`config.mk`:
```
export PLATFORM = sky130hd
export DESIGN_NAME = tpu_control
export DESIGN_NICKNAME = d
export VERILOG_FILES = /design/src/design/tpu_pkg.sv /design/src/design/tpu_control.sv
export SDC_FILE = /design/constraint.sdc
export NUM_CORES = 1
export LEC_CHECK = 0
export ABC_AREA = 1
export BUFFER_PORTS_ARGS = -buffer_cell sky130_fd_sc_hd__buf_2
export CORE_AREA = 2 2 39 41
export DETAILED_ROUTE_END_ITERATION = 7
export DIE_AREA = 0 0 41 43
export PLACE_DENSITY_LB_ADDON = 0.25
export SLEW_MARGIN = 10
export SYNTH_ARGS = -nofsm -noshare
export SYNTH_HDL_FRONTEND = slang
export SYNTH_SLANG_ARGS = --single-unit
```
`constraint.sdc`:
```
create_clock -name clk -period 1 [get_ports clk]
set_clock_uncertainty 0.1 [all_clocks]
set_input_delay 0.15 -clock clk [delete_from_list [all_inputs] [get_ports clk]]
set_output_delay 0.15 -clock clk [all_outputs]
set_load 0.02 [all_outputs]
```
`src/design/tpu_pkg.sv`:
```
package tpu_pkg;

  //////////////////////////////////////////////////////////////////////////////
  // sizes
  //////////////////////////////////////////////////////////////////////////////

  // rows and lanes per matrix
  localparam int mat_size   = 4;
  localparam int data_w     = 8;
  // one memory word carries one matrix row, lane 0 in the low byte
  localparam int row_w      = mat_size * data_w;
  localparam int acc_w      = 20;
  localparam int addr_w     = 6;
  localparam int ram_depth  = 1 << addr_w;
  localparam int stride_w   = 4;
  localparam int reg_addr_w = 8;
  localparam int reg_data_w = 32;

  // normalization operands
  localparam int mean_w     = 16;
  localparam int inv_var_w  = 8;
  localparam int norm_shift = 4;

  // signed 8-bit output range
  localparam int sat_max    = 127;
  localparam int sat_min    = -128;

  //////////////////////////////////////////////////////////////////////////////
  // register offsets
  //////////////////////////////////////////////////////////////////////////////

  localparam logic [reg_addr_w-1:0] reg_ctrl    = 8'h00;
  localparam logic [reg_addr_w-1:0] reg_status  = 8'h04;
  localparam logic [reg_addr_w-1:0] reg_addr_a  = 8'h08;
  localparam logic [reg_addr_w-1:0] reg_addr_b  = 8'h0C;
  localparam logic [reg_addr_w-1:0] reg_addr_c  = 8'h10;
  localparam logic [reg_addr_w-1:0] reg_stride  = 8'h14;
  localparam logic [reg_addr_w-1:0] reg_mean    = 8'h18;
  localparam logic [reg_addr_w-1:0] reg_inv_var = 8'h1C;

  // engine configuration as held by the register block
  typedef struct packed {
    logic [addr_w-1:0]          addr_a;
    logic [addr_w-1:0]          addr_b;
    logic [addr_w-1:0]          addr_c;
    logic [stride_w-1:0]        stride_a;
    logic [stride_w-1:0]        stride_b;
    logic [stride_w-1:0]        stride_c;
    logic signed [mean_w-1:0]   mean;
    logic [inv_var_w-1:0]       inv_var;
    logic                       enable_norm;
    logic                       enable_relu;
  } cfg_t;

  // one finished row of accumulators, valid for a single cycle
  typedef struct packed {
    logic                             valid;
    logic [mat_size-1:0][acc_w-1:0]   lane;
  } acc_row_t;

endpackage

```
`src/design/tpu_control.sv`:
```
`timescale 1ns/1ps

module tpu_control (
  input  logic       clk,
  input  logic       reset,
  input  logic       start,
  input  logic       row_written,
  output logic       row_start,
  output logic [1:0] row_index,
  output logic       busy,
  output logic       done
);
  import tpu_pkg::*;

  logic       launch;
  logic       issuing;
  // row in the upper two bits, cycle of the row in the lower two
  logic [3:0] issue_cnt;
  logic [1:0] wr_cnt;

  // start while a run is going is dropped
  assign launch    = start && !busy;
  // first row goes out in the start cycle itself
  assign row_start = launch || (issuing && (issue_cnt[1:0] == 2'd0));
  assign row_index = issue_cnt[3:2];

  always_ff @(posedge clk) begin
    if (reset) begin
      busy      <= 1'b0;
      issuing   <= 1'b0;
      issue_cnt <= '0;
      wr_cnt    <= '0;
      done      <= 1'b0;
    end else begin
      done <= 1'b0;
      if (launch) begin
        busy      <= 1'b1;
        issuing   <= 1'b1;
        issue_cnt <= 4'd1;
      end else if (issuing) begin
        // wraps back to zero once all four rows have had their slot
        issue_cnt <= issue_cnt + 4'd1;
        if (issue_cnt == 4'(mat_size * mat_size - 1)) begin
          issuing <= 1'b0;
        end
      end
      // last write back closes the run
      if (row_written) begin
        wr_cnt <= wr_cnt + 2'd1;
        if (wr_cnt == 2'(mat_size - 1)) begin
          busy <= 1'b0;
          done <= 1'b1;
        end
      end
    end
  end

endmodule

```
==> After elaboration in Yosys (flattened, before gate mapping) <==
Index checks and enable logic that the tools add are counted.
Widths: inputs -> output; s select.
{ "word_totals": {"reg_bits": 9, "latch_bits": 0, "mem_bits_rw": 0, "romBits": 0, "output_inout_bits": 5, "memories": 0} }
{ "classes": {"n_addsub": 2, "n_mul": 0, "div": 0, "n_lt_le_gt_ge": 0, "eq_ne": 2, "shift": 0, "muxes": 9, "n_bitwise": 1, "n_reduce_logical": 8} }
{ "op_table": {"columns": ["operator", "count"], "rows": [
  ["$mux 1", 9],
  ["$add 4x1->4 const B", 1],
  ["$eq 4x4->1 const B", 1],
  ["$reduce_or 2->1", 2],
  ["$add 2x1->2 const B", 1],
  ["$eq 2x2->1 const B", 1],
  ["$logic_and 1x1->1", 2],
  ["$logic_not 2->1", 1],
  ["$reduce_bool 2->1", 1],
  ["$logic_not 1->1", 1],
  ["$logic_or 1x1->1", 1],
  ["$not 1->1", 1]
]} }

==> Longest topological paths before layout <==
{ "logic_depth": {"depth_word": 5, "depth_mapped": 4} }

==> Worst setup path before layout <==
OpenSTA, ideal clock, no wires.
{ "synth_path": {"path_kind": "reg-to-output", "startpoint": "reg issue_cnt[0]", "endpoint": "out row_start", "t_arrival_ps": 768, "t_required_ps": 750, "slack_ps": -18, "path_stages_with_launch": 5, "path_buffers": 0, "cell_sequence": "dfxtp_1 > inv_1 > ha_1 > nand2_1 > nand2_1"} }
{ "synth_via": {"elab_chain_cells": 3} }
{ "synth_lines": {"columns": ["item", "line_no", "rtl"], "rows": [
  ["start, declared", "tpu_control.sv:18", "logic [3:0] issue_cnt;"],
  ["start signal, assigned", "tpu_control.sv:42", "issue_cnt <= issue_cnt + 4'd1;"],
  ["$logic_not 2->1", "tpu_control.sv:24", "assign row_start = launch || (issuing && (issue_cnt[1:0] == 2'd0));"],
  ["$logic_and 1x1->1", "tpu_control.sv:24", null],
  ["$logic_or 1x1->1", "tpu_control.sv:24", null],
  ["end, declared", "tpu_control.sv:8", "output logic row_start,"]
]} }
Every way passes these cells.

==> Final worst setup path <==
{ "layout_path": {"startpoint": "reg issue_cnt[1]", "endpoint": "out row_start"} }
Same word-level chain as after synthesis.

==> summary.md <==
| Metric | Value |
|---|---|
| Later-pin clock latency in the skew report | 0.26 ns |
| Dominant combinational cell family by area after synthesis | simple AND/OR/NAND/NOR gates |
| Outcome | complete, but fails checks |
| Fraction of the yosys area taken by sequential cells | 0.450 |
| Leak pwr | 0.000296 uW |
| Avg Synthesized Cell Area | 7.85 um2 |
| Worst reg2reg path startpoint | issue_cnt[0] |
| Standard cell with the maximum stage delay on the critical path | dfxtp_2 |
| Post-Place Cell Area | 462 um2 |
| Number of rows created at floorplan | 14 |
| Number of DRC violations after detailed-routing iteration 0 | 2 |
| Maximum net fanout on the critical path | 2 |
| Total global-route track usage | 0.131 |
| Data required time at the worst endpoint | 0.75 ns |
| Horizontal die dimension | 41 um |
| Overall die height | 43 um |
| Signed area change from the synthesized netlist to the final layout | 58.1% |
| Largest buffer count on any clock path | 2 |
| Via density | 4.49 |
| Peak clock frequency supported by timing | 787 MHz |
| IR Drop Worst-Case VDD | 843 uV |
| Cell Count, Final, Fillers Out | 87 |
| Power consumption | 840 uW |
| Number of nets with antenna violations after routing | 0 |
| Failing checks | negative setup slack |
| Critical path launch point | issue_cnt[1] |
| Total wire length after detailed routing | 891 um |
| Critical register-to-register path endpoint | issue_cnt[2] |
| Endpoint arrival time on the critical path | 1.02 ns |
| Sinks on the clock net | 9 |
| Clock-pin transition on the worst setup and hold timing paths | 0.06 ns |
| Via count of the first global-routing pass | 373 |
| Warnings, synthesis | 0 |
| Worst Hold Launch | row_written |
| Inserted Clock Buffers | 3 |
| Critical path cell sequence | inv_2, ha_4, nand2_2, nand2_2, buf_6 |
| Path type of the worst setup path | reg -> out |
| Number of distinct library cells after synthesis | 14 |
| Remaining routing DRC violations | 0 |
| XOR/XNOR share of the synthesized area | 0.0219 |
| Post-detail-place hpwl | 570 um |
| Summed instance area of the synthesized netlist | 400 um2 |
| Endpoints failing hold | 0 |
| RSZ-0062 raised after global routing | true |
| Number of iterations in the first detailed-routing pass | 2 |
| Initial cell density of the core | 0.289 |
| Largest net degree at the start of global routing | 8 |
| Maximum single-stage delay on the critical path | 0.34 ns |
| Cell count after placement | 75 |
| Top-level I/O count | 9 |
| Final period utilization | 1.27 |
| Simple-gate share of the synthesized area | 0.206 |
| Worst min path class | in -> reg |
| CTS tree | done |
| Number of flip-flops and latches in the synthesized netlist | 9 |
| Final count of pins violating max slew | 0 |
| Synth Area in Adders | 0.0938 |
| Critical path destination | row_start |
| Detail-routed net length per standard cell | 10.2 um |
| Total number of vias | 391 |
| Layout Cell Area excl Fill | 633 um2 |
| First-pass GRT wire length | 1510 um |
| Antenna Diode Count | 0 |
| Reg2reg path depth | 5 |
| Category of the worst setup path launch point | flip-flop |
| Minimum clock period | 1.27 ns |
| Net count of the finished layout | 79 |
| Relative max-transition margin | 0.837 |
| Buffers on Ports | 8 |
| Worst-margin pin slew | 0.245 ns |
| Overall die area | 1760 um2 |
| Endpoint class of the critical path | primary output |
| Post-Synthesis Cells | 51 |
| Weighted congestion at the end of routability-driven global placement | 0.633 |
| Antenna violations before repair | 0 |
| H-Tree Level Count | 1 |
| Minimum hold slack | 0.0210 ns |
| Synth Net Count | 58 |
| Least setup slack across all paths after layout | -0.271 ns |
| Post-synthesis mux area share | 0 |
| Number of endpoints failing setup at the final stage | 5 |
| Critical path's most frequent cell | nand2_2 |
| Number of violations of the max-capacitance limit | 0 |
| Worst slack, placed | -0.109 ns |
| Ratio of cells with drive above 1 in the final layout | 0.535 |
| Total congestion overflow after global routing | 0 |
| Area of the core | 1380 um2 |
| Compound-gate portion of the synthesized area | 0.125 |
| Worst R2R Setup Slack | -0.20 ns |
| Power per unit of standard cell area | 1330 nW/um2 |
| Root Buffer | clkbuf_4 |
[Yosys cell counts]
cell type	number	area, um2
nor2_2	1	6.26
xnor2_1	1	8.76
nand3_1	1	5.00
nor3_1	1	5.00
nand2_1	12	45.0
o21ai_0	3	15.0
and3_2	1	7.51
dfxtp_1	9	180
inv_1	7	26.3
a21oi_1	7	35.0
nand2_2	1	6.26
buf_4	2	15.0
ha_1	3	37.5
nor2_1	2	7.51
[worst max-delay path, delay by kind of cell (launching register included)]
kind / cells / cell delay (ns)
and+or+nand+nor: 2 / 0.11
DFF: 1 / 0.34
buffers and inverters: 2 / 0.17
adders and majority gates: 1 / 0.15
[worst min path at each step]
stage | to | slack [ns] | cells after the start
final | busy | 0.02 | 2
after floorplan | issue_cnt[0] | 0.12 | 1
after detailed placement | issuing | 0.27 | 2
after CTS | busy | 0.02 | 2
after global routing | busy | 0.04 | 2
after global placement | issuing | 0.27 | 2
[stage by stage]
step                       util  setup TNS, ns
after floorplan               -        -0.0175
after detailed placement  0.334         -0.206
after CTS                 0.420         -0.495
after global routing      0.458          -1.23
final                     0.458         -0.923
after global placement    0.334         -0.119
[area by class of cell]
cell class | count | area (um2)
Tap cell | 16 | 20.0
Inverter | 7 | 26.3
Sequential cell | 9 | 186
Timing Repair Buffer | 18 | 146
Multi-Input combinational cell | 33 | 228
Fill cell | 144 | 751
Clock buffer | 4 | 26.3
[metal layers]
layer | GRT usage | vias to the layer above | routed length, um | share of wire
li1 | - | 200 | - | -
met1 | 0.133 | 181 | 329 | 0.37
met2 | 0.203 | 8 | 504 | 0.57
met3 | 0.0785 | 2 | 47 | 0.053
met4 | 0.0600 | 0 | 10 | 0.011
met5 | 0 | - | 0 | 0
[cell usage in the layout (no fill, tap or decap), drive strengths merged]
cell         Yosys  final
xnor2            1      1
dlygate4sd3      0      1
a21oi            7      7
buf              2     17
nand2           13     13
dfxtp            9      9
nor2             3      3
clkbuf           0      4
inv              7      7
nand3            1      1
ha               3      3
and3             1      1
nor3             1      1
o21ai            3      3
[where the power goes]
part	total [uW]	internal, uW	leakage (uW)	switching [uW]
logic	155	79.0	0.000206	76.1
registers	399	381	0.0000759	18.2
clock network	286	154	0.0000150	132
[state kept, by name, indices dropped and copies added (netlist names)]
register,count
wr_cnt,2
done,1
busy,1
issuing,1
issue_cnt,4
[logic make-up after synthesis]
group	count (synthesis)
DFF	9
AOI/OAI and AO/OA	10
and+or+nand+nor	19
xor gates and xnor gates	1
buffers and inverters	9
adders and majority gates	3
[timing repair]
item / 4_1_cts / 5_1_grt
setup endpoints to repair: 6 / 9
pin swaps: 2 / 4
endpoints found under the hold margin: 4 / 0
setup buffers: 5 / 3
resized for setup: 16 / 11
hold buffers: 1 / 0
Note: power is estimated with default switching activity, not from simulation.
