<file path="config.mk">
export PLATFORM = sky130hd
export DESIGN_NAME = tpu_result
export DESIGN_NICKNAME = d
export VERILOG_FILES = /design/src/design/tpu_pkg.sv /design/src/design/tpu_result.sv
export SDC_FILE = /design/constraint.sdc
export NUM_CORES = 2
export LEC_CHECK = 0
export BUFFER_PORTS_ARGS = -buffer_cell sky130_fd_sc_hd__buf_4
export CORE_MARGIN = 2
export CORE_UTILIZATION = 40
export CTS_CLUSTER_SIZE = 25
export DETAILED_ROUTE_END_ITERATION = 6
export GPL_ROUTABILITY_DRIVEN = 0
export PLACE_DENSITY = 0.59
export SYNTH_ARGS = -nofsm -noshare
export SYNTH_HDL_FRONTEND = slang
export SYNTH_SLANG_ARGS = --single-unit
</file>
<file path="constraint.sdc">
create_clock -name clk -period 9.9 [get_ports clk]
set_input_delay 0.99 -clock clk [delete_from_list [all_inputs] [get_ports clk]]
set_output_delay 0.99 -clock clk [all_outputs]
set_load 0.02 [all_outputs]
</file>
<file path="src/design/tpu_pkg.sv">
package tpu_pkg;

  //////////////////////////////////////////////////////////////////////////////
  // sizes
  //////////////////////////////////////////////////////////////////////////////

  // rows and lanes per matrix
  localparam int mat_size   = 4;
  localparam int data_w     = 8;
  // one memory word carries one matrix row, lane 0 in the low byte
  localparam int row_w      = mat_size * data_w;
  localparam int acc_w      = 20;
  localparam int addr_w     = 6;
  localparam int ram_depth  = 1 << addr_w;
  localparam int stride_w   = 4;
  localparam int reg_addr_w = 8;
  localparam int reg_data_w = 32;

  // normalization operands
  localparam int mean_w     = 16;
  localparam int inv_var_w  = 8;
  localparam int norm_shift = 4;

  // signed 8-bit output range
  localparam int sat_max    = 127;
  localparam int sat_min    = -128;

  //////////////////////////////////////////////////////////////////////////////
  // register offsets
  //////////////////////////////////////////////////////////////////////////////

  localparam logic [reg_addr_w-1:0] reg_ctrl    = 8'h00;
  localparam logic [reg_addr_w-1:0] reg_status  = 8'h04;
  localparam logic [reg_addr_w-1:0] reg_addr_a  = 8'h08;
  localparam logic [reg_addr_w-1:0] reg_addr_b  = 8'h0C;
  localparam logic [reg_addr_w-1:0] reg_addr_c  = 8'h10;
  localparam logic [reg_addr_w-1:0] reg_stride  = 8'h14;
  localparam logic [reg_addr_w-1:0] reg_mean    = 8'h18;
  localparam logic [reg_addr_w-1:0] reg_inv_var = 8'h1C;

  // engine configuration as held by the register block
  typedef struct packed {
    logic [addr_w-1:0]          addr_a;
    logic [addr_w-1:0]          addr_b;
    logic [addr_w-1:0]          addr_c;
    logic [stride_w-1:0]        stride_a;
    logic [stride_w-1:0]        stride_b;
    logic [stride_w-1:0]        stride_c;
    logic signed [mean_w-1:0]   mean;
    logic [inv_var_w-1:0]       inv_var;
    logic                       enable_norm;
    logic                       enable_relu;
  } cfg_t;

  // one finished row of accumulators, valid for a single cycle
  typedef struct packed {
    logic                             valid;
    logic [mat_size-1:0][acc_w-1:0]   lane;
  } acc_row_t;

endpackage

</file>
<file path="src/design/tpu_result.sv">
`timescale 1ns/1ps

module tpu_result (
  input  logic                          clk,
  input  logic                          reset,
  input  tpu_pkg::cfg_t                 cfg,
  input  tpu_pkg::acc_row_t             acc_row,
  input  logic [tpu_pkg::addr_w-1:0]    a_raddr,
  output logic [tpu_pkg::addr_w-1:0]    a_addr,
  output logic [tpu_pkg::row_w-1:0]     a_wdata,
  output logic [tpu_pkg::mat_size-1:0]  a_we,
  output logic                          row_written
);
  import tpu_pkg::*;

  logic [1:0]        wr_row;
  logic              wr_valid;
  logic [addr_w-1:0] wr_addr;
  logic [row_w-1:0]  wr_data;
  logic [row_w-1:0]  row_out;

  // norm, then saturate to 8 bits, then relu
  function automatic logic [data_w-1:0] shape_lane(input logic signed [acc_w-1:0] acc,
                                                   input cfg_t c);
    logic signed [acc_w:0]          diff;
    logic signed [acc_w+data_w+1:0] val;
    logic [data_w-1:0]              sat;
    diff = acc - c.mean;
    if (c.enable_norm) begin
      // inv_var is unsigned, widened with a zero sign bit
      val = (diff * $signed({1'b0, c.inv_var})) >>> norm_shift;
    end else begin
      val = acc;
    end
    if (val > sat_max) begin
      sat = data_w'(sat_max);
    end else if (val < sat_min) begin
      sat = data_w'(sat_min);
    end else begin
      sat = val[data_w-1:0];
    end
    if (c.enable_relu && sat[data_w-1]) begin
      sat = '0;
    end
    return sat;
  endfunction

  always_comb begin
    for (int j = 0; j < mat_size; j++) begin
      row_out[j*data_w +: data_w] = shape_lane(acc_row.lane[j], cfg);
    end
  end

  //////////////////////////////////////////////////////////////////////////////
  // write-back register
  //////////////////////////////////////////////////////////////////////////////

  // row count wraps after four rows, so every run restarts at addr_c
  always_ff @(posedge clk) begin
    if (reset) begin
      wr_valid <= 1'b0;
      wr_row   <= '0;
    end else begin
      wr_valid <= acc_row.valid;
      if (acc_row.valid) begin
        wr_row <= wr_row + 2'd1;
      end
    end
  end

  always_ff @(posedge clk) begin
    if (acc_row.valid) begin
      wr_data <= row_out;
      wr_addr <= cfg.addr_c + addr_w'(wr_row) * addr_w'(cfg.stride_c);
    end
  end

  // write falls in cycle 2 of the next row, clear of its a read
  assign a_addr      = wr_valid ? wr_addr : a_raddr;
  assign a_wdata     = wr_data;
  assign a_we        = {mat_size{wr_valid}};
  assign row_written = wr_valid;

endmodule

</file>
# Yosys cells after proc, flatten, opt, wreduce, memory -nomap -nowiden
# Index checks and enable logic that the tools add are counted.
dict set report totals {
  reg_bits 41
  in_bits 145
  out_inout_bits 43
  elab_cells 43
}
dict set report classes {
  addsub 6
  mul 5
  order_cmp 8
  n_mux 13
  reduce_logical 4
}
# cell n
set ops {}
lappend ops {{$gt A30 B8 Y1 const B} 4}
lappend ops {{$lt A30 B8 Y1 const B} 4}
lappend ops {{$mul A21 B9 Y30} 4}
lappend ops {{$mux W30} 4}
lappend ops {{$sub A20 B16 Y21} 4}
lappend ops {{$mux W8} 8}
lappend ops {{$add A6 B6 Y6} 1}
lappend ops {{$mul A2 B4 Y6} 1}
lappend ops {{$mux W6} 1}
lappend ops {{$logic_and A1 B1 Y1} 4}
lappend ops {{$add A2 B1 Y2 const B} 1}

# Logic depth before layout (Yosys ltp)
dict set report logic_depth {
  ltp_word 7
  mapped_depth 34
}

# Worst setup path before layout
# No wires, ideal clock.
dict set report synth_path {
  path_kind {input to register}
  startpoint {input port cfg[12] (netlist name)}
  endpoint {register wr_data[16], in the netlist a_wdata[16], data pin}
  setup_time_ns 0.286
  arrival_ns 8.445
  t_required_ns 9.614
  slack_ns 1.169
  stages 32
  path_buffers 0
  path_cell_list {inv_1 -> ha_1 -> nor2b_1 -> o21ai_0 -> a21boi_0 -> o21ai_0 -> nand2b_1 -> a31oi_1 -> o21ai_1 -> o41a_1 -> a311o_1 -> a31oi_2 -> o21ai_0 -> fa_1 -> inv_1 -> fa_1 -> fa_1 -> inv_1 -> fa_1 -> inv_1 -> ha_1 -> nand2_1 -> o21a_1 -> o21ai_0 -> a41oi_1 -> o31ai_1 -> xor2_1 -> a21o_1 -> nor4b_1 -> nand4_1 -> o31ai_1 -> o21ai_0}
}
dict set report synth_via {
  elab_chain_cells 7
}
# item line
set synth_lines {}
lappend synth_lines {{start: declaration} tpu_result.sv:6} ;# input tpu_pkg::cfg_t cfg,
lappend synth_lines {{$sub A20 B16 Y21 *} tpu_result.sv:28} ;# diff = acc - c.mean;
lappend synth_lines {{$mul A21 B9 Y30 *} tpu_result.sv:31} ;# val = (diff * $signed({1'b0, c.inv_var})) >>> norm_shift;
lappend synth_lines {{$mux W30 *} tpu_result.sv:29} ;# if (c.enable_norm) begin
lappend synth_lines {{$lt A30 B8 Y1} tpu_result.sv:37} ;# end else if (val < sat_min) begin
lappend synth_lines {{$mux W8} tpu_result.sv:37}
lappend synth_lines {{$mux W8 *} tpu_result.sv:35} ;# if (val > sat_max) begin
lappend synth_lines {{$logic_and A1 B1 Y1} tpu_result.sv:42} ;# if (c.enable_relu && sat[data_w-1]) begin
lappend synth_lines {{end signal: assignment} tpu_result.sv:73} ;# wr_data <= row_out;
lappend synth_lines {{end: declaration} tpu_result.sv:19} ;# logic [row_w-1:0] wr_data;
# Mark *: on every way between the ends. The rest lies on a longest branch, timed or not.
# A chain may end at the register's enable or synchronous reset.

# Worst setup path in the final report
dict set report layout_path {
  startpoint {input port cfg[10] (netlist name)}
  endpoint {register wr_data[5], in the netlist a_wdata[5], data pin}
}
# Same word-level chain as after synthesis.

==> run summary <==
Vertical extent of the die: 283 um. The flow ran to the end, and the final reports show no timing, DRC or antenna violations. In the global route stage, overall resource usage came out at 22.2%. The sequential element share of the synthesized area was 3.86%; the synthesis warning total was 0.

Buffers inserted during clock tree synthesis total 5. Measured against its own limit, the worst slew margin works out to 37.1%. The initial antenna violation count was 0; the biggest cell delay along the critical path was 540 ps. The via count of the routed design came out at 25941.

Setup repair after global routing left no endpoint under its margin. In the final routed layout, each cell accounts on average for 17.4 um. Synthesis produced a netlist with a net count of 4840. After filler insertion, the fill cell instance count of the layout stands at 7983.

The final period utilization is 93.8%. In this run the worst hold path is classified as flop to flop. The clock tree root driver cell was sky130_fd_sc_hd__clkbuf_16. For this design, the sink count on the clock tree is 41. The largest area contributor in the synthesized netlist was sky130_fd_sc_hd__fa_1. The initialized floorplan defines 102 standard-cell rows. In this run the standard cell core region covers 77300 um^2. The number of enable flip-flop cells after synthesis is 38.

Counting stages on the worst path, the most repeated cell is sky130_fd_sc_hd__fa_1. Synthesis produced 3841 cells. The run gives 31100 um^2 as the combined area of all synthesized cells. The prevailing post-synth register cell is sky130_fd_sc_hd__edfxtp_1. For the final antenna-violating net count, the log shows 0. The mean instance size in the synthesized netlist is 8.11 um^2, and the growth of design area from synthesis to finish is 9.29%.

188 I/O pins were placed. Dividing the detail-routed via count by the number of cells gives 5.16. For the number of global-route vias before repair, the log shows 26227. Static timing analysis puts the maximum clock frequency at 108 MHz.

The final layout contains 4981 nets. TritonCTS built the clock tree. The count of buffers added on input and output ports is 167. The final-layout setup total negative slack was 0 ps; the number of max-slew violations in the final report was 0. For the final database, setup skew stands at 7.48 ps. For the worst setup path, the data arrival time is 9360 ps.

The die covers 80100 um^2. The reported max-cap violation count was 0; the post-route minimum period was 9280 ps. The die boundary width is 283 um. Total iterations of the first detailed-routing run: 5.

The first routing iteration left 1633 violations. For the number of antenna diodes, the log shows 0. The final layout contains routed wiring with a total length of 87400 um. The leading cell type in the layout, fill and taps excluded is sky130_fd_sc_hd__inv_1.

At the later pin of the worst-skew pair, clock insertion delay measures 320 ps. Of the total synthesized cell area, the portion taken by full adders, half adders and majority gates is 47.2%. The post-synthesis simple-gate area fraction came out at 19.3%. For the worst setup path, the data required time is 9970 ps.

The initial utilization of the core area, before any placement, comes to 40.3%. Along the worst path, the maximum fanout reaches 8. The synthesized netlist devotes 12.2% of its cell area to compound gates. Broken down by cell family, the worst path's largest delay share belongs to compound AO/OA/AOI/OAI gates. Setup violations remaining at the end of the flow were counted as 0. The worst-margin pin slew is 936 ps, and the flop and latch count out of synthesis is 41. No sink is reached through more buffers than the 2 on the longest clock path. The first global-routing pass estimated 143000 um of wire.

STA classifies the critical path startpoint as a primary input. The synthesized netlist devotes 3.91% of its cell area to XOR and XNOR gates. Multiplexer cells account for 1.58% of the synthesized area. Detailed placement finished with a half-perimeter wire length of 71800 um. By area, the combinational part of the netlist is dominated by adder cells. The tools report the level count of the clock H-tree as 2. By area the synthesized netlist is led by sky130_fd_sc_hd__fa_1, sky130_fd_sc_hd__ha_1, sky130_fd_sc_hd__inv_1.

Combined buffer and inverter count along the critical path: 5. Among all stages on the critical path, the largest delay is contributed by sky130_fd_sc_hd__fa_1. The post-CTS clock slew at the launch and capture registers of the worst setup and hold paths is 80 ps, and the setup slack on the worst flop-to-flop path is 7500 ps. The netlist uses 89 different library cells.

Sort of element at the end of the critical path: a flop. The fraction of post-synthesis cell area in the top cell type by area works out to 34.4%. Counting flops with an async set or reset pin after synthesis yields a share of 0%. Total count of hold-check failures in the final report: 0. The critical path is of the primary input to flop type. Cells with a size suffix above 1 make up 8.18% of the layout. The top cell types in the final layout, fill and taps aside, are sky130_fd_sc_hd__inv_1, sky130_fd_sc_hd__fa_1, sky130_fd_sc_hd__nand2_1.

Summed over all layers, the global routing overflow is 0. Entering global routing, the biggest net connects 63 pins. For this run, design rule violations remaining after detail routing come to 0. The post-CTS setup-driven buffer insertion count came out at 0.
[flip-flops by register name (all words and copies together) (netlist names)]
register     cells
row_written      1
wr_addr          6
wr_row           2
a_wdata         32
[cell usage after synthesis, types with 8 or more instances]
cell                       count
sky130_fd_sc_hd__o21ai_1      16
sky130_fd_sc_hd__a211oi_1     24
sky130_fd_sc_hd__xnor2_1     106
sky130_fd_sc_hd__nand2b_1     35
sky130_fd_sc_hd__inv_1       855
sky130_fd_sc_hd__nor2_1      152
sky130_fd_sc_hd__mux2_2       18
sky130_fd_sc_hd__and2_1      243
sky130_fd_sc_hd__o211ai_1     10
sky130_fd_sc_hd__o31ai_1      22
sky130_fd_sc_hd__o21ai_0      97
sky130_fd_sc_hd__xor2_1       33
sky130_fd_sc_hd__a21oi_1     145
sky130_fd_sc_hd__mux2i_1      29
sky130_fd_sc_hd__and3_1       38
sky130_fd_sc_hd__nand2_1     493
sky130_fd_sc_hd__nor3_1       57
sky130_fd_sc_hd__buf_4        10
sky130_fd_sc_hd__or3_1        22
sky130_fd_sc_hd__a31oi_1      27
sky130_fd_sc_hd__fa_1        536
sky130_fd_sc_hd__o31a_1        8
sky130_fd_sc_hd__ha_1        318
sky130_fd_sc_hd__o21a_1       23
sky130_fd_sc_hd__nor4_1       14
sky130_fd_sc_hd__clkbuf_1     94
sky130_fd_sc_hd__a21boi_0     11
sky130_fd_sc_hd__a211o_1      10
sky130_fd_sc_hd__nand4_1      15
sky130_fd_sc_hd__or2_2        13
sky130_fd_sc_hd__nor2b_1      69
sky130_fd_sc_hd__a21o_1       44
sky130_fd_sc_hd__o21bai_1     14
sky130_fd_sc_hd__nand3_1      49
sky130_fd_sc_hd__edfxtp_1     38
[path summary, 6_finish.rpt]
path | start | end | depth (start not counted)
setup / recovery | cfg[10] | a_wdata[5] | 34
hold reg to reg | wr_row[1] | wr_row[1] | 2
setup reg to reg | wr_row[0] | wr_addr[5] | 10
hold / removal | wr_row[1] | wr_row[1] | 2
[kinds of logic after synthesis]
group | after synthesis
AOI/OAI and AO/OA | 556
xor gates and xnor gates | 139
adders and majority gates | 854
buffers and inverters | 973
DFF | 41
muxes | 47
and+or+nand+nor | 1231
[layer usage]
layer  share of wire [%]  vias to the layer above  global-route usage [%]
met1                  46                    12932                    31.4
met4                 2.0                        0                    4.15
met5                   0                        -                       0
met3                 4.1                       67                    1.60
met2                  47                      529                    37.5
li1                    -                    12413                       -
[area by class of cell]
class                      instances  area (um^2)  area share (%)
sequential                        41         1200            3.53
timing repair buffer             251         1900            5.57
clock buffer                       5          125           0.368
tap                             1040         1300            3.82
clock inverter                     3         25.0          0.0735
inverter                         856         3210            9.44
multi-input combinational       2827        26300            77.2
[worst min-delay path, cell delays in order, from the launching register on]
cell	delay, ps
sky130_fd_sc_hd__dfxtp_1	360
sky130_fd_sc_hd__xor2_1	170
sky130_fd_sc_hd__nor2_1	50
[through the flow]
step | utilization [%] | hold slack, ps | cells | cell area, um^2 | setup slack [ps]
floorplan | - | 533 | 3841 | 31100 | 1170
global placement | 43.8 | 590 | 5015 | 33900 | 318
detailed placement | 43.8 | 605 | 5015 | 33900 | 256
CTS | 44.0 | 616 | 5023 | 34000 | 560
global route | 44.0 | 659 | 5023 | 34000 | 39.6
finish | 44.0 | 613 | 5023 | 34000 | 618
[repair_timing]
item                       in CTS  in global routing
hold buffers                    0                  0
resized for setup               0                  7
setup endpoints to repair       0                 14
Power is not shown: default switching activity piles up to over one toggle a cycle in this logic, so the estimate is an artifact.
