**src/design/tpu_pkg.sv**
```systemverilog
package tpu_pkg;

  //////////////////////////////////////////////////////////////////////////////
  // sizes
  //////////////////////////////////////////////////////////////////////////////

  // rows and lanes per matrix
  localparam int mat_size   = 4;
  localparam int data_w     = 8;
  // one memory word carries one matrix row, lane 0 in the low byte
  localparam int row_w      = mat_size * data_w;
  localparam int acc_w      = 20;
  localparam int addr_w     = 6;
  localparam int ram_depth  = 1 << addr_w;
  localparam int stride_w   = 4;
  localparam int reg_addr_w = 8;
  localparam int reg_data_w = 32;

  // normalization operands
  localparam int mean_w     = 16;
  localparam int inv_var_w  = 8;
  localparam int norm_shift = 4;

  // signed 8-bit output range
  localparam int sat_max    = 127;
  localparam int sat_min    = -128;

  //////////////////////////////////////////////////////////////////////////////
  // register offsets
  //////////////////////////////////////////////////////////////////////////////

  localparam logic [reg_addr_w-1:0] reg_ctrl    = 8'h00;
  localparam logic [reg_addr_w-1:0] reg_status  = 8'h04;
  localparam logic [reg_addr_w-1:0] reg_addr_a  = 8'h08;
  localparam logic [reg_addr_w-1:0] reg_addr_b  = 8'h0C;
  localparam logic [reg_addr_w-1:0] reg_addr_c  = 8'h10;
  localparam logic [reg_addr_w-1:0] reg_stride  = 8'h14;
  localparam logic [reg_addr_w-1:0] reg_mean    = 8'h18;
  localparam logic [reg_addr_w-1:0] reg_inv_var = 8'h1C;

  // engine configuration as held by the register block
  typedef struct packed {
    logic [addr_w-1:0]          addr_a;
    logic [addr_w-1:0]          addr_b;
    logic [addr_w-1:0]          addr_c;
    logic [stride_w-1:0]        stride_a;
    logic [stride_w-1:0]        stride_b;
    logic [stride_w-1:0]        stride_c;
    logic signed [mean_w-1:0]   mean;
    logic [inv_var_w-1:0]       inv_var;
    logic                       enable_norm;
    logic                       enable_relu;
  } cfg_t;

  // one finished row of accumulators, valid for a single cycle
  typedef struct packed {
    logic                             valid;
    logic [mat_size-1:0][acc_w-1:0]   lane;
  } acc_row_t;

endpackage

```
**src/design/tpu_cfg.sv**
```systemverilog
`timescale 1ns/1ps

module tpu_cfg (
  input  logic                            clk,
  input  logic                            reset,
  input  logic [tpu_pkg::reg_addr_w-1:0]  paddr,
  input  logic                            pwrite,
  input  logic                            psel,
  input  logic                            penable,
  input  logic [tpu_pkg::reg_data_w-1:0]  pwdata,
  output logic [tpu_pkg::reg_data_w-1:0]  prdata,
  output logic                            pready,
  output tpu_pkg::cfg_t                   cfg,
  output logic                            start,
  input  logic                            done
);
  import tpu_pkg::*;

  logic wr_en;
  logic done_status;

  // write lands in the access phase, never any wait states
  assign wr_en  = psel && penable && pwrite;
  assign pready = 1'b1;

  //////////////////////////////////////////////////////////////////////////////
  // register writes
  //////////////////////////////////////////////////////////////////////////////

  always_ff @(posedge clk) begin
    if (reset) begin
      cfg   <= '0;
      start <= 1'b0;
    end else begin
      // start only lives for one cycle
      start <= 1'b0;
      if (wr_en) begin
        case (paddr)
          reg_ctrl: begin
            start           <= pwdata[0];
            cfg.enable_norm <= pwdata[1];
            cfg.enable_relu <= pwdata[2];
          end
          reg_addr_a:  cfg.addr_a <= pwdata[addr_w-1:0];
          reg_addr_b:  cfg.addr_b <= pwdata[addr_w-1:0];
          reg_addr_c:  cfg.addr_c <= pwdata[addr_w-1:0];
          reg_stride: begin
            // packed a, b, c from the low nibble up
            cfg.stride_a <= pwdata[stride_w-1:0];
            cfg.stride_b <= pwdata[2*stride_w-1:stride_w];
            cfg.stride_c <= pwdata[3*stride_w-1:2*stride_w];
          end
          reg_mean:    cfg.mean    <= pwdata[mean_w-1:0];
          reg_inv_var: cfg.inv_var <= pwdata[inv_var_w-1:0];
          default: ;
        endcase
      end
    end
  end

  // sticky done, a new start clears it
  always_ff @(posedge clk) begin
    if (reset) begin
      done_status <= 1'b0;
    end else if (start) begin
      done_status <= 1'b0;
    end else if (done) begin
      done_status <= 1'b1;
    end
  end

  //////////////////////////////////////////////////////////////////////////////
  // read decode
  //////////////////////////////////////////////////////////////////////////////

  always_comb begin
    prdata = '0;
    case (paddr)
      // start self-clears so it reads as zero
      reg_ctrl:    prdata = reg_data_w'({cfg.enable_relu, cfg.enable_norm, 1'b0});
      reg_status:  prdata = reg_data_w'(done_status);
      reg_addr_a:  prdata = reg_data_w'(cfg.addr_a);
      reg_addr_b:  prdata = reg_data_w'(cfg.addr_b);
      reg_addr_c:  prdata = reg_data_w'(cfg.addr_c);
      reg_stride:  prdata = reg_data_w'({cfg.stride_c, cfg.stride_b, cfg.stride_a});
      // mean reads back zero-extended
      reg_mean:    prdata = reg_data_w'($unsigned(cfg.mean));
      reg_inv_var: prdata = reg_data_w'(cfg.inv_var);
      default:     prdata = '0;
    endcase
  end

endmodule

```
**config.mk**
```make
export PLATFORM = sky130hd
export DESIGN_NAME = tpu_cfg
export DESIGN_NICKNAME = d
export VERILOG_FILES = /design/src/design/tpu_pkg.sv /design/src/design/tpu_cfg.sv
export SDC_FILE = /design/constraint.sdc
export NUM_CORES = 1
export LEC_CHECK = 0
export BUFFER_PORTS_ARGS = -buffer_cell sky130_fd_sc_hd__clkbuf_2
export CORE_UTILIZATION = 46
export DETAILED_ROUTE_END_ITERATION = 12
export MAX_ROUTING_LAYER = met4
export PLACE_DENSITY = 0.81
export SYNTH_ARGS = -nofsm -noshare
export SYNTH_HDL_FRONTEND = slang
export SYNTH_SLANG_ARGS = --single-unit
```
**constraint.sdc**
```tcl
create_clock -name clk -period 1.79 [get_ports clk]
set_input_delay 0.0895 -clock clk [delete_from_list [all_inputs] [get_ports clk]]
set_output_delay 0.0895 -clock clk [all_outputs]
set_load 0.02 [all_outputs]
```
[Word-level counts from Yosys, hierarchy flattened]
Index checks and enable logic that the tools add are counted.
Word-level totals
  input bits: 46
  output and inout port bits: 90
  bits in registers: 58
Operators by class
  reductions and logical operators: 12
  bitwise gates (word level): 2
  eq/ne operators: 7
  mux-type cells: 1
Operators by type and width (number)
  16-bit case mux with 8 select lines: 1
  8-bit by 5-bit equality test with 1-bit output, second input constant: 4
  8-bit by 4-bit equality test with 1-bit output, second input constant: 2
  2-bit AND reduction: 7
  8-bit by 3-bit equality test with 1-bit output, second input constant: 1
  8-bit zero test: 1
  3-bit OR reduction: 1
  1-bit logical AND: 2
  1-bit NOT: 2
  2-bit OR reduction: 1

[Longest topological paths before layout]
Gate-level depths: netlist (run 1).
  depth in word-level cells: 4
  mapped depth: 6

[Worst setup path before layout (run 1)]
Ideal clock, no wire load.
  path type: input -> output
  start: input port paddr[5] in the netlist's numbering
  end: output port prdata[0] in the netlist's numbering
  data required time: 1701 ps
  stages: 4
  data arrival time: 1377 ps
  path slack: 324 ps
  cell sequence: nor4b_4 > buf_2 > a22oi_1 > nor3_1
Between the ends
  longest elaborated chain between the ends: 2
  elaborated cells on any way between the ends: 9
RTL lines
  start: declaration: line tpu_cfg.sv:6  | input logic [tpu_pkg::reg_addr_w-1:0] paddr,
  8-bit by 5-bit equality test with 1-bit output, or another cell as far along: line tpu_cfg.sv:78  | case (paddr)
  16-bit case mux with 8 select lines (*): line tpu_cfg.sv:78
  end: declaration: line tpu_cfg.sv:11  | output logic [tpu_pkg::reg_data_w-1:0] prdata,
Mark *: on every way between the ends. The rest lies on a longest branch, timed or not.

[Worst setup path after layout (run 1)]
  start: input port paddr[5] in the netlist's numbering
  end: output port prdata[3] in the netlist's numbering
Same word-level chain as after synthesis.

==> results of run 1 <==
==> through the flow <==
step / power (uW) / area, um2
2_1_floorplan: 1450 / 2790
3_3_place_gp: 1490 / 3320
3_5_place_dp: 1500 / 3320
4_1_cts: 2730 / 3580
5_1_grt: 2800 / 3580
6_report: 2730 / 3580
==> placed cells by master, fill, tap and decap left out, drive strengths merged, types with 4 or more instances in the layout <==
| cell | n |
|---|---|
| dlygate4sd3 | 5 |
| a22oi | 4 |
| and3 | 6 |
| nand3 | 26 |
| buf | 16 |
| mux2i | 38 |
| nand4 | 4 |
| a21oi | 22 |
| dfxtp | 58 |
| conb | 17 |
| nor2 | 37 |
| a22o | 10 |
| clkbuf | 115 |
| nand2 | 28 |
==> sequential cells by signal (all words and copies together) (netlist names) <==
register,cells
cfg,56
done_status,1
start,1
==> cell families (layout without fill, tap and decap cells) <==
family	count (synthesis)	in the layout	synth area share [%]
buf+inv	37	138	7.84
mux	40	40	15.2
compound gates	50	50	12.9
flops	58	58	42.5
other cells	2	17	0.275
simple gates	113	113	21.3
==> critical path, cell delays in order <==
cell	delay, ps
clkbuf_2	110
nor4b_4	330
buf_12	200
and3_1	450
a221o_1	240
clkbuf_2	170
==> power breakdown <==
group	internal, uW	switching (uW)	total (uW)
clock network	747	499	1250
logic	59.0	128	187
registers	1290	1.29	1290
total	2100	628	2730
==> per-layer routing <==
| metal | global-route usage, % | routed length [um] | vias up |
|---|---|---|---|
| met5 | - | 0 | - |
| met4 | 10.5 | 192 | 0 |
| met3 | 5.75 | 535 | 23 |
| met2 | 43.9 | 3950 | 145 |
| met1 | 31.7 | 3240 | 1306 |
| li1 | - | - | 1262 |
==> repair_timing <==
| action | 4_1_cts | 5_1_grt |
|---|---|---|
| resized for setup | 0 | 1 |
| hold buffers | 5 | 0 |
| hold endpoints to repair | 5 | 0 |
| setup endpoints to repair | 0 | 1 |
==> cell type report <==
cell class	count	share of cell area, %
clock buffer	13	4.72
clock inverter	2	0.978
multi-input combinational	220	39.7
sequential	58	32.4
tap	72	2.51
timing repair buffer	123	19.7
==> worst max-delay path by stage <==
stage | end | slack (ps) | cells after the start
global placement | prdata[3] | 160 | 6
floorplan | prdata[0] | 320 | 4
detailed placement | cfg[6]$_SDFFE_PP0P_ | 90 | 6
global route | prdata[4] | 8 | 6
CTS | prdata[0] | 40 | 4
finish | prdata[3] | 90 | 6
==> flow_metrics.env, run 1 <==
export IMPL_vias_per_cell=5.61
export IMPL_ys_flop_type="dfxtp_1"
export IMPL_place_ws_ps=85.7
export IMPL_grt_pass1_vias=2409
export IMPL_fillerInstances=463
export IMPL_clkTransAtPathRegs_ps=60
export IMPL_slew_viol_final=0
export IMPL_place_congestion=0.880
export IMPL_cts_buffer_depth=2
export IMPL_post_route_period_util_pct=95.0
export IMPL_regToRegEndpoint="cfg[13]$_SDFFE_PP0P_"
export IMPL_setup_tns_ps=0
export IMPL_final_hold_viol_count=0
export IMPL_seq_area_frac_synth_pct=42.5
export IMPL_slew_headroom_pct=59.8
export IMPL_first_pass_iters=5
export IMPL_rsz0062_at_grt="no"
export IMPL_synth_edff_count=0
export IMPL_final_cells=488
export IMPL_synth_area_top_cells="dfxtp_1 43%, mux2i_1 14%, nor2_1 5.1%"
export IMPL_crit_arrival_ps=1610
export IMPL_grt_overflow=0
export IMPL_holdPathEnd="cfg[25]$_SDFFE_PP0P_"
export IMPL_hpwl_um=5360
export IMPL_min_path_type="input pin to flop"
export IMPL_dieArea_mm2=0.00624
export IMPL_diodes=0
export IMPL_async_flop_share_pct=0
export IMPL_cts_setup_buffers=0
export IMPL_yosysWarnings=0
export IMPL_required_ps=1700
export IMPL_setup_slack_ps=88.8
export IMPL_critPathKind="input pin to primary output"
export IMPL_grt_max_degree=59
export IMPL_synth_ff_latch_count=58
export IMPL_wirelength_um=7930
export IMPL_htreeDepth=3
export IMPL_hold_slack_ps=3.49
export IMPL_startpoint_type="input pin"
export IMPL_worstSetupStartpoint="paddr[5]"
export IMPL_fin_skew_ps=2.81
export IMPL_start_util_pct=48.7
export IMPL_wl_per_cell_um=16.2
export IMPL_r2r_start="cfg[13]$_SDFFE_PP0P_"
export IMPL_cts_sinks=58
export IMPL_drt_iter0_drc=244
export IMPL_postSynthAreaPerCell_um2=9.10
export IMPL_status="completed"
export IMPL_cts_tree="yes"
export IMPL_r2r_cells=2
export IMPL_finalCriticalPeriod_ps=1700
export IMPL_drv_cap=0
export IMPL_placementRows=27
export IMPL_synth_area_leader_cell="dfxtp_1"
export IMPL_setup_violations=0
export IMPL_cts_made_buffers=9
export IMPL_endpoint_kind="primary output"
export IMPL_rrSetupSlack_ps=1070
export IMPL_yosysTopAreaCellShare_pct=42.5
export IMPL_synth_area_mm2=0.00273
export IMPL_io_buffers=102
export IMPL_synth_common_cells="58 x dfxtp_1, 38 x mux2i_1, 37 x nor2_1, 28 x nand2_1, 24 x nand3_1"
export IMPL_final_util_pct=63.9
export IMPL_coreArea_mm2=0.00561
export IMPL_crit_fanout=19
export IMPL_hold_start="pwdata[15]"
export IMPL_placed_cells=468
export IMPL_cts_root_buf="clkbuf_8"
export IMPL_finalNetCount=458
export IMPL_ios=136
export IMPL_synth_cells=300
export IMPL_area_growth_pct=31.3
export IMPL_die_w_um=79.0
export IMPL_ir_drop_uv=510
export IMPL_antenna_found_initial=0
export IMPL_holdPathStages=3
export IMPL_p_leak_uw=0.00185
export IMPL_drcViolationCount=0
export IMPL_insertion_delay_ps=340
export IMPL_fmax_ghz=0.588
export IMPL_tightest_slew_ps=603
export IMPL_dieHeight_um=79.0
export IMPL_synth_most_common_cell="dfxtp_1"
export IMPL_seqCellArea_mm2=0.00116
export IMPL_dr_total_vias=2736
export IMPL_grt_use_total_pct=26.7
export IMPL_yosysUniqueCellTypes=33
export IMPL_grt_pass1_wl_um=12200
export IMPL_ant_nets=0
export IMPL_multi_input_area_mm2=0.00142
export IMPL_layout_drive_gt1_share_pct=34.1
export IMPL_power_density_mw_per_mm2=761
No activity file was read; power rests on OpenSTA's default activity.
==> inputs of run 2 (changes only) <==
==> constraint.sdc (replaced) <==
create_clock -name clk -period 1.79 [get_ports clk]
set_input_delay 0.179 -clock clk [delete_from_list [all_inputs] [get_ports clk]]
set_output_delay 0.179 -clock clk [all_outputs]
set_load 0.02 [all_outputs]
==> run 2 against run 1 <==
Net effect:
- sequential cell count unchanged
- combinational power grew 2%
- setup slack got worse by 71 ps
- sequential share of layout area fell by 0.39 points
- cell count is 0.82% higher
- design area increased by 1.3%
- utilization grew 0.85 points
- critical path type is now flop to primary output
- via count decreased by 0.51%
- fmax decreased by 4.0%
- clock power is 4% higher
- die area did not move
- wire length is 0.90% lower
==> flow_metrics.env, run 2 (same netlist as run 1, synthesis figures left out) <==
export IMPL_drt_iter0_drc=201
export IMPL_p_leak_uw=0.00188
export IMPL_coreArea_mm2=0.00561
export IMPL_first_pass_iters=5
export IMPL_final_cells=492
export IMPL_seqCellArea_mm2=0.00116
export IMPL_path_cells="mux4_2 -> a22oi_2 -> nor3_1 -> buf_4"
export IMPL_wl_per_cell_um=16.0
export IMPL_grt_pass1_wl_um=12300
export IMPL_reg_top3="cfg (56), done_status (1), start (1)"
export IMPL_setup_slack_ps=18.0
export IMPL_cpMaxStageDelayCell="mux4_2"
export IMPL_io_buffers=102
export IMPL_layout_common_cells="101 x clkbuf_2, 57 x dfxtp_1, 38 x mux2i_1"
export IMPL_slew_viol_final=0
export IMPL_layout_drive_gt1_share_pct=36.7
export IMPL_fmax_ghz=0.564
export IMPL_largest_register_ffs=56
export IMPL_drcViolationCount=0
export IMPL_antenna_found_initial=0
export IMPL_dr_total_vias=2722
export IMPL_required_ps=1610
export IMPL_start_util_pct=48.7
export IMPL_vias_per_cell=5.53
export IMPL_startpoint_type="flop"
export IMPL_critPathBufInv=1
export IMPL_placementRows=27
export IMPL_setup_tns_ps=0
export IMPL_multi_input_area_mm2=0.00143
export IMPL_grt_overflow=0
export IMPL_final_hold_viol_count=0
export IMPL_largest_register="cfg"
export IMPL_critPathKind="flop to primary output"
export IMPL_cts_made_buffers=9
export IMPL_p_total_uw=2780
export IMPL_dieArea_mm2=0.00624
export IMPL_clkTransAtPathRegs_ps=60
export IMPL_rsz0062_at_grt="yes"
export IMPL_status="completed"
export IMPL_place_ws_ps=78.0
export IMPL_hpwl_um=5570
export IMPL_insertion_delay_ps=330
export IMPL_critPathTopFamily="multiplexers"
export IMPL_min_path_type="input pin to flop"
export IMPL_ir_drop_uv=397
export IMPL_ant_nets=0
export IMPL_hold_slack_ps=74.9
export IMPL_grt_use_total_pct=26.5
export IMPL_cts_setup_buffers=0
export IMPL_grt_pass1_vias=2520
export IMPL_cts_tree="yes"
export IMPL_setup_violations=0
export IMPL_layout_commonest_cell="clkbuf_2"
export IMPL_slowest_delay_ps=470
export IMPL_diodes=0
export IMPL_power_density_mw_per_mm2=766
export IMPL_crit_fanout=3
export IMPL_crit_arrival_ps=1590
export IMPL_finalCriticalPeriod_ps=1770
export IMPL_cts_buffer_depth=2
export IMPL_die_w_um=79.0
export IMPL_grt_max_degree=59
export IMPL_fillerInstances=494
export IMPL_ios=136
export IMPL_htreeDepth=3
export IMPL_place_congestion=0.831
export IMPL_cts_sinks=58
export IMPL_placed_cells=476
export IMPL_finalNetCount=461
export IMPL_fin_skew_ps=0.0938
export IMPL_area_growth_pct=33.0
export IMPL_dieHeight_um=79.0
export IMPL_drv_cap=0
export IMPL_wirelength_um=7860
export IMPL_endpoint_kind="primary output"
export IMPL_cts_root_buf="clkbuf_8"
export IMPL_post_route_period_util_pct=99.0
## run 2: per-layer routing
metal / up-vias / GRT usage (%) / wire (um)
met4: 0 / 11.3 / 166
met5: - / - / 0
met1: 1320 / 32.4 / 3300
li1: 1264 / - / -
met2: 122 / 42.0 / 3880
met3: 16 / 5.98 / 510
## run 2: tightest hold or removal path, stage by stage
cell and delay (ps):
clkbuf_2 80, nand3_1 50, a21oi_1 50
## run 2: area by class of cell
| type | instances | share of cell area, % |
|---|---|---|
| Timing Repair Buffer | 126 | 20.1 |
| Clock buffer | 15 | 5.14 |
| Clock inverter | 1 | 0.827 |
| Sequential cell | 58 | 32.0 |
| Multi-Input combinational cell | 220 | 39.4 |
| Tap cell | 72 | 2.48 |
## run 2: path summary, 6_finish.rpt
check,start,end,depth (start not counted),slack (ps)
worst max-delay path,cfg[10]$_SDFFE_PP0P_,prdata[0],4,20
worst min-delay path,pwdata[12],cfg[22]$_SDFFE_PP0P_,3,70
worst max register to register,cfg[11]$_SDFFE_PP0P_,cfg[11]$_SDFFE_PP0P_,2,1060
worst min register to register,start$_SDFF_PP0_,done_status$_SDFFE_PP0P_,1,420
## run 2: metrics by stage
stage | utilization (%) | area [um2]
2_1_floorplan | - | 2790
3_3_place_gp | 60.6 | 3400
3_5_place_dp | 60.6 | 3400
4_1_cts | 64.5 | 3620
5_1_grt | 64.7 | 3630
6_report | 64.7 | 3630
## run 2: report_power, final
group | internal (uW) | switching [uW]
sequential | 1290 | 1.11
combinational | 63.2 | 127
clock | 797 | 498
## run 2: what timing repair did
action,CTS,global route
hold buffers,0,0
gates resized for setup,1,6
setup endpoints to repair,1,6
pin swaps,1,0
